--- config.mk ---
export PLATFORM = sky130hd
export DESIGN_NAME = rv32_pipe_ctrl
export DESIGN_NICKNAME = d
export VERILOG_FILES = /design/src/hdl/rv32_hazard_pkg.sv /design/src/hdl/rv32_hazard_ifs.sv /design/src/hdl/rv32_bus_wait.sv /design/src/hdl/rv32_hazard_unit.sv /design/src/hdl/rv32_operand_hazard.sv /design/src/hdl/rv32_pipe_ctrl.sv
export SDC_FILE = /design/constraint.sdc
export NUM_CORES = 1
export LEC_CHECK = 0
export ABC_CLOCK_PERIOD_IN_PS = 1400
export BUFFER_PORTS_ARGS = -buffer_cell sky130_fd_sc_hd__clkbuf_2
export CORE_MARGIN = 3
export CORE_UTILIZATION = 25
export DETAILED_ROUTE_END_ITERATION = 7
export GPL_TIMING_DRIVEN = 1
export PLACE_DENSITY_LB_ADDON = 0.08
export SLEW_MARGIN = 20
export SYNTH_ARGS = -nofsm -noshare
export SYNTH_HDL_FRONTEND = slang
export SYNTH_SLANG_ARGS = --single-unit
--- constraint.sdc ---
create_clock -name clk -period 1.4 [get_ports clk]
set_input_delay 0 -clock clk [delete_from_list [all_inputs] [get_ports clk]]
set_output_delay 0 -clock clk [all_outputs]
set_load 0.03 [all_outputs]
--- src/hdl/rv32_hazard_pkg.sv ---
`default_nettype none

package rv32_hazard_pkg;

    // Architectural register index.
    typedef logic [4:0] reg_idx_t;

    // Consecutive wait cycles seen on one bus.
    typedef logic [4:0] bus_wait_cnt_t;

    typedef enum logic [1:0] {
        BUS_IDLE    = 2'd0,
        BUS_WAIT    = 2'd1,
        BUS_TIMEOUT = 2'd2
    } bus_mon_state_t;

    // Wait cycles before a bus is flagged.
    localparam bus_wait_cnt_t BUS_TIMEOUT_CYCLES = 5'd16;

endpackage

`default_nettype wire

--- src/hdl/rv32_hazard_ifs.sv ---
`timescale 1ns/1ps
`default_nettype none

// Wait conditions raised by the two detectors.
interface hazard_wait_if;

    logic pcgen_wait_for_bus;
    logic fetch_wait_for_mem_read;
    logic fetch_wait_for_mem_fence;
    logic execute_wait_for_bus;

    modport operand (
        output fetch_wait_for_mem_read,
        output fetch_wait_for_mem_fence
    );

    modport bus (
        output pcgen_wait_for_bus,
        output execute_wait_for_bus
    );

    modport combiner (
        input pcgen_wait_for_bus,
        input fetch_wait_for_mem_read,
        input fetch_wait_for_mem_fence,
        input execute_wait_for_bus
    );

endinterface

// Per-stage stall and flush levels.
interface stage_ctrl_if;

    logic pcgen_stall;
    logic fetch_stall;
    logic fetch_flush;
    logic decode_stall;
    logic decode_flush;
    logic execute_stall;
    logic execute_flush;
    logic mem_flush;
    logic writeback_flush;

    modport source (
        output pcgen_stall,
        output fetch_stall,
        output fetch_flush,
        output decode_stall,
        output decode_flush,
        output execute_stall,
        output execute_flush,
        output mem_flush,
        output writeback_flush
    );

    modport tracker (
        input decode_stall,
        input decode_flush,
        input execute_stall,
        input execute_flush
    );

endinterface

`default_nettype wire

--- src/hdl/rv32_bus_wait.sv ---
`timescale 1ns/1ps
`default_nettype none

module rv32_bus_wait
    import rv32_hazard_pkg::*;
(
    input  logic       clk,
    input  logic       arst_n,

    input  logic       instr_read,
    input  logic       instr_ready,

    input  logic       data_read,
    input  logic       data_write,
    input  logic       data_ready,

    hazard_wait_if.bus wait_o,

    output logic       instr_bus_timeout,
    output logic       data_bus_timeout
);

    // Bit 0 is the instruction bus, bit 1 the data bus.
    logic [1:0] bus_wait;
    logic [1:0] bus_timeout;

    assign bus_wait[0] = instr_read && !instr_ready;
    assign bus_wait[1] = (data_read || data_write) && !data_ready;

    assign wait_o.pcgen_wait_for_bus   = bus_wait[0];
    assign wait_o.execute_wait_for_bus = bus_wait[1];

    for (genvar b = 0; b < 2; b++) begin : g_bus
        bus_mon_state_t state;
        bus_mon_state_t state_next;
        bus_wait_cnt_t  wait_cnt;
        bus_wait_cnt_t  wait_cnt_next;

        always_comb begin
            state_next    = state;
            wait_cnt_next = wait_cnt;
            case (state)
                BUS_IDLE: begin
                    if (bus_wait[b]) begin
                        state_next    = BUS_WAIT;
                        wait_cnt_next = 5'd1;
                    end
                end
                BUS_WAIT: begin
                    if (!bus_wait[b]) begin
                        state_next    = BUS_IDLE;
                        wait_cnt_next = '0;
                    end else begin
                        wait_cnt_next = wait_cnt + 5'd1;
                        if (wait_cnt_next == BUS_TIMEOUT_CYCLES) begin
                            state_next = BUS_TIMEOUT;
                        end
                    end
                end
                BUS_TIMEOUT: begin
                    // Count saturates here until the wait ends.
                    if (!bus_wait[b]) begin
                        state_next    = BUS_IDLE;
                        wait_cnt_next = '0;
                    end
                end
                default: begin
                    state_next    = BUS_IDLE;
                    wait_cnt_next = '0;
                end
            endcase
        end

        always_ff @(posedge clk or negedge arst_n) begin
            if (!arst_n) begin
                state    <= BUS_IDLE;
                wait_cnt <= '0;
            end else begin
                state    <= state_next;
                wait_cnt <= wait_cnt_next;
            end
        end

        assign bus_timeout[b] = (state == BUS_TIMEOUT);

        a_timeout_needs_wait: assert property (
            @(posedge clk) disable iff (!arst_n)
            bus_timeout[b] |-> (state != BUS_IDLE) && $past(bus_wait[b])
        );
    end

    assign instr_bus_timeout = bus_timeout[0];
    assign data_bus_timeout  = bus_timeout[1];

endmodule

`default_nettype wire

--- src/hdl/rv32_hazard_unit.sv ---
`timescale 1ns/1ps
`default_nettype none

module rv32_hazard_unit (
    hazard_wait_if.combiner wait_i,

    input  logic            mem_branch_mispredicted,

    stage_ctrl_if.source    ctrl
);

    // Stalls propagate backwards, each stage also holds for the one after it.
    assign ctrl.execute_stall = wait_i.execute_wait_for_bus;
    assign ctrl.decode_stall  = ctrl.execute_stall;
    assign ctrl.fetch_stall   = ctrl.decode_stall
                                || wait_i.fetch_wait_for_mem_read
                                || wait_i.fetch_wait_for_mem_fence;
    assign ctrl.pcgen_stall   = ctrl.fetch_stall || wait_i.pcgen_wait_for_bus;

    // A stalled producer leaves a bubble in the stage after it.
    assign ctrl.fetch_flush   = ctrl.pcgen_stall || mem_branch_mispredicted;
    assign ctrl.decode_flush  = ctrl.fetch_stall || mem_branch_mispredicted;
    assign ctrl.execute_flush = ctrl.decode_stall || mem_branch_mispredicted;

    // Mispredict resolves in memory, so that stage keeps its instruction.
    assign ctrl.mem_flush       = ctrl.execute_stall;
    assign ctrl.writeback_flush = 1'b0;

endmodule

`default_nettype wire

--- src/hdl/rv32_operand_hazard.sv ---
`timescale 1ns/1ps
`default_nettype none

module rv32_operand_hazard
    import rv32_hazard_pkg::*;
(
    input  logic           clk,
    input  logic           arst_n,

    input  reg_idx_t       decode_rs1,
    input  logic           decode_rs1_read,
    input  reg_idx_t       decode_rs2,
    input  logic           decode_rs2_read,

    input  reg_idx_t       decode_rd,
    input  logic           decode_rd_write,
    input  logic           decode_mem_read,
    input  logic           decode_mem_fence,

    stage_ctrl_if.tracker  ctrl,
    hazard_wait_if.operand wait_o
);

    // Copy of the decode output register.
    reg_idx_t dec_rd;
    logic     dec_rd_write;
    logic     dec_mem_read;
    logic     dec_mem_fence;

    // Copy of the execute output register, only the fence matters here.
    logic     exe_mem_fence;

    logic     rs1_match;
    logic     rs2_match;

    always_ff @(posedge clk or negedge arst_n) begin
        if (!arst_n) begin
            dec_rd        <= '0;
            dec_rd_write  <= 1'b0;
            dec_mem_read  <= 1'b0;
            dec_mem_fence <= 1'b0;
        end else if (!ctrl.decode_stall) begin
            if (ctrl.decode_flush) begin
                dec_rd        <= '0;
                dec_rd_write  <= 1'b0;
                dec_mem_read  <= 1'b0;
                dec_mem_fence <= 1'b0;
            end else begin
                dec_rd        <= decode_rd;
                dec_rd_write  <= decode_rd_write;
                dec_mem_read  <= decode_mem_read;
                dec_mem_fence <= decode_mem_fence;
            end
        end
    end

    always_ff @(posedge clk or negedge arst_n) begin
        if (!arst_n) begin
            exe_mem_fence <= 1'b0;
        end else if (!ctrl.execute_stall) begin
            if (ctrl.execute_flush) begin
                exe_mem_fence <= 1'b0;
            end else begin
                exe_mem_fence <= dec_mem_fence;
            end
        end
    end

    assign rs1_match = decode_rs1_read && (decode_rs1 == dec_rd);
    assign rs2_match = decode_rs2_read && (decode_rs2 == dec_rd);

    // Load result is not ready until the memory stage, x0 never hazards.
    assign wait_o.fetch_wait_for_mem_read = (rs1_match || rs2_match) && (|dec_rd)
                                            && dec_mem_read && dec_rd_write;

    // Hold fetch until the fence has left execute.
    assign wait_o.fetch_wait_for_mem_fence = decode_mem_fence || dec_mem_fence
                                             || exe_mem_fence;

    a_decode_bubble: assert property (
        @(posedge clk) disable iff (!arst_n)
        ctrl.decode_flush && !ctrl.decode_stall
            |=> !dec_rd_write && !dec_mem_read && !dec_mem_fence
    );

    a_execute_bubble: assert property (
        @(posedge clk) disable iff (!arst_n)
        ctrl.execute_flush && !ctrl.execute_stall |=> !exe_mem_fence
    );

endmodule

`default_nettype wire

--- src/hdl/rv32_pipe_ctrl.sv ---
`timescale 1ns/1ps
`default_nettype none

module rv32_pipe_ctrl
    import rv32_hazard_pkg::*;
(
    input  logic     clk,
    input  logic     arst_n,

    input  reg_idx_t decode_rs1,
    input  logic     decode_rs1_read,
    input  reg_idx_t decode_rs2,
    input  logic     decode_rs2_read,
    input  reg_idx_t decode_rd,
    input  logic     decode_rd_write,
    input  logic     decode_mem_read,
    input  logic     decode_mem_fence,

    input  logic     mem_branch_mispredicted,

    input  logic     instr_read,
    input  logic     instr_ready,
    input  logic     data_read,
    input  logic     data_write,
    input  logic     data_ready,

    output logic     pcgen_stall,
    output logic     fetch_stall,
    output logic     fetch_flush,
    output logic     decode_stall,
    output logic     decode_flush,
    output logic     execute_stall,
    output logic     execute_flush,
    output logic     mem_stall,
    output logic     mem_flush,
    output logic     writeback_flush,

    output logic     instr_bus_timeout,
    output logic     data_bus_timeout
);

    hazard_wait_if wait_bus ();
    stage_ctrl_if  stage_ctrl ();

    rv32_operand_hazard operand_hazard_inst (
        .clk              (clk),
        .arst_n           (arst_n),
        .decode_rs1       (decode_rs1),
        .decode_rs1_read  (decode_rs1_read),
        .decode_rs2       (decode_rs2),
        .decode_rs2_read  (decode_rs2_read),
        .decode_rd        (decode_rd),
        .decode_rd_write  (decode_rd_write),
        .decode_mem_read  (decode_mem_read),
        .decode_mem_fence (decode_mem_fence),
        .ctrl             (stage_ctrl),
        .wait_o           (wait_bus)
    );

    rv32_bus_wait bus_wait_inst (
        .clk               (clk),
        .arst_n            (arst_n),
        .instr_read        (instr_read),
        .instr_ready       (instr_ready),
        .data_read         (data_read),
        .data_write        (data_write),
        .data_ready        (data_ready),
        .wait_o            (wait_bus),
        .instr_bus_timeout (instr_bus_timeout),
        .data_bus_timeout  (data_bus_timeout)
    );

    rv32_hazard_unit hazard_unit_inst (
        .wait_i                  (wait_bus),
        .mem_branch_mispredicted (mem_branch_mispredicted),
        .ctrl                    (stage_ctrl)
    );

    assign pcgen_stall     = stage_ctrl.pcgen_stall;
    assign fetch_stall     = stage_ctrl.fetch_stall;
    assign fetch_flush     = stage_ctrl.fetch_flush;
    assign decode_stall    = stage_ctrl.decode_stall;
    assign decode_flush    = stage_ctrl.decode_flush;
    assign execute_stall   = stage_ctrl.execute_stall;
    assign execute_flush   = stage_ctrl.execute_flush;
    assign mem_flush       = stage_ctrl.mem_flush;
    assign writeback_flush = stage_ctrl.writeback_flush;

    // Memory stage never waits.
    assign mem_stall = 1'b0;

    a_no_writeback_flush: assert property (
        @(posedge clk) disable iff (!arst_n)
        !writeback_flush
    );

endmodule

`default_nettype wire

==> impl_results.md <==
- Sequential area share after synthesis: 39.9%
- Rel. slew slack: 59.9%
- DRT Pass-1 Iters: 4
- Filler Cell Count: 580
- LEAKAGE: 0.905 nW
- CTS clk-pin slew, worst paths: 0.08 ns
- Maximum net fanout on the critical path: 5
- Clock buffer depth: 2
- Final hold vios: 0
- Status: finished, violations left
- Req. time, crit path: 1.40 ns
- Maxcap violations: 0
- Later-pin clock latency in the skew report: 0.26 ns
- Std cell rows: 27
- Final Wtd Congestion: 0.779
- Hpwl dp: 2750 um
- Final count of pins violating max slew: 0
- Synth unique cells: 37
- Crit path launch type: register
- Total Wirelength: 3600 um
- Setup violators final: 11
- Area Growth Syn to Fin: 44.5%
- Setup Skew: 0.00259 ns
- Total track usage: 11.2%
- DR DRC count: 0
- Die H: 81.9 um
- Final ANT Viol Nets: 0
- First-pass GRT wire length: 5840 um
- Peak VDD IR: 0.426 mV
- Initial antenna violation count: 0
- Worst-Margin Slew: 0.602 ns
- Avg Synthesized Cell Area: 9.67 sq um
- Initial Util: 26.0%
- Dominant synthesized flop cell: dfrtp_1
- Largest area contributor in the netlist: dfrtp_1
- Nets: 242
- CTS Buf Count: 3
- CTS H-tree lvls: 1
- DIE AREA: 6710 sq um
- Cells after Synth: 149
- Synth area leaders: dfrtp_1 (40%), xnor2_1 (7.3%), nand3_1 (5.2%)
- Pwr dens: 783 nW/um^2
- Post-route clock period utilization: 129%
- WL/cell: 12.8 um
- Largest net degree at the start of global routing: 24
- Post-synth EDFFs: 0
- WHS: 0.00794 ns
- TritonCTS Sinks: 23
- Die width: 81.9 um
- Hold crit path type: in -> reg
- FMAX: 0.552 GHz
- Core region area: 5540 sq um
- WS Path Type: reg -> out
- Non-filler cells, final: 281
- Min Clock Period, post-route: 1.81 ns
- Number of DRC markers in iteration 0: 42
- Final worst slack: -0.412 ns
- CTS Root Buffer Type: clkbuf_8
- GRT overflow: 0
- Post-synth top area share: 39.9%
- Total I/O pin count: 40
- Share of cells above drive strength 1: 41.1%
- Worst Path Arrival: 1.81 ns
- Buffers on Ports: 37
- Failing checks: negative setup slack
- Setup repair after global routing missed its margin: yes
- Vias: 1327
- Ant diodes: 0
- Placed Instances: 269
- Async S/R FF share, synth: 100%
- Vias in the first global route: 1263
- CTS tree: done
- Count leader, synth: dfrtp_1
- Yosys warnings: 0
- Yosys reg bits: 23
- Element type at the critical path end: output pin
- Commonest cells in the synthesized netlist: dfrtp_1 (23), nand3_1 (15), xnor2_1 (12)
- Mapped cell area: 1440 sq um
- Vias/cell: 4.72
state kept, by name, indices dropped and copies added (netlist names):
register and count:
operand_hazard_inst.dec_mem_read 1, operand_hazard_inst.dec_rd_write 1, bus_wait_inst.g_bus.state 4, bus_wait_inst.g_bus.wait_cnt 10
operand_hazard_inst.dec_rd 5, operand_hazard_inst.dec_mem_fence 1, operand_hazard_inst.exe_mem_fence 1
metal layers:
layer / share of wire [%] / GRT usage (%) / vias to the layer above
li1: - / - / 666
met1: 46 / 14.5 / 637
met2: 49 / 18.5 / 22
met3: 3.8 / 2.63 / 2
met4: 0.64 / 2.99 / 0
met5: 0 / 0 / -
power breakdown:
part           switching [W]  internal, W  total, W  leakage (nW)
Combinational       0.000236     0.000243  0.000480         0.574
Sequential         0.0000329     0.000705  0.000738         0.308
Clock               0.000210     0.000203  0.000413        0.0228
area by class of cell:
cell class	count	area, sq um	area share, %
clock buffers	4	45.0	2.16
flip-flops and latches	23	576	27.6
repair buffers	64	437	21.0
well taps	72	90.1	4.32
multi-input cells	112	913	43.8
inverters	6	22.5	1.08
worst max-delay path: stages, from the launching register on:
cell and delay (ns):
dfrtp_1 0.39, or4_4 0.53, o211ai_2 0.19, buf_6 0.15
o2111ai_4 0.13, buf_8 0.16
through the flow:
step / instance area (sq um) / total power, W / TNS [ns] / utilization (%) / worst slack (ns)
after global placement: 1820 / 0.00116 / -1.05 / 32.9 / -0.129
after CTS: 1990 / 0.00162 / -3.10 / 35.9 / -0.437
after global routing: 2080 / 0.00175 / -3.75 / 37.6 / -0.480
after floorplan: 1450 / 0.000982 / -0.891 / - / -0.102
final: 2080 / 0.00163 / -2.85 / 37.6 / -0.412
after detailed placement: 1820 / 0.00116 / -1.48 / 32.9 / -0.160
final timing paths:
check | startpoint | end | slack, ns | cells after the start
setup / recovery | operand_hazard_inst.dec_rd[2] | pcgen_stall | -0.41 | 5
hold / removal | decode_rd[1] | operand_hazard_inst.dec_rd[1] | 0.008 | 3
setup reg to reg | operand_hazard_inst.dec_rd[2] | operand_hazard_inst.dec_mem_read | -0.25 | 6
hold reg to reg | bus_wait_inst.g_bus[1].wait_cnt[4] | bus_wait_inst.g_bus[1].wait_cnt[4] | 0.51 | 1
max in group asynchronous | arst_n | bus_wait_inst.g_bus[0].state[1] | 0.73 | 2
min in group asynchronous | arst_n | operand_hazard_inst.dec_mem_fence | 0.27 | 2
repair_timing:
action / 4_1_cts / 5_1_grt
pin swaps: 7 / 6
hold buffers: 6 / 0
setup endpoints to repair: 15 / 17
buffers inserted: 2 / 3
hold endpoints to repair: 28 / 0
cloned: 0 / 0
resized for setup: 16 / 19
cells in the final DEF, fill, tap and decap left out, types with 5 or more instances in the layout:
cell type and n:
clkbuf_2 33, dfrtp_1 23, buf_4 22, nand3_1 15, o21ai_1 9, xnor2_2 7
inv_1 6, and2_1 6, dlygate4sd3_1 6, xnor2_1 5, nand2_1 5, nor3_1 5
kinds of logic after synthesis:
group,synth area share [%]
and+or+nand+nor,21.1
AOI/OAI and AO/OA,19.9
DFF,39.9
xor gates and xnor gates,9.72
buffers and inverters,5.64
adders and majority gates,3.47
other,0.260
Note: power is estimated with default switching activity, not from simulation.
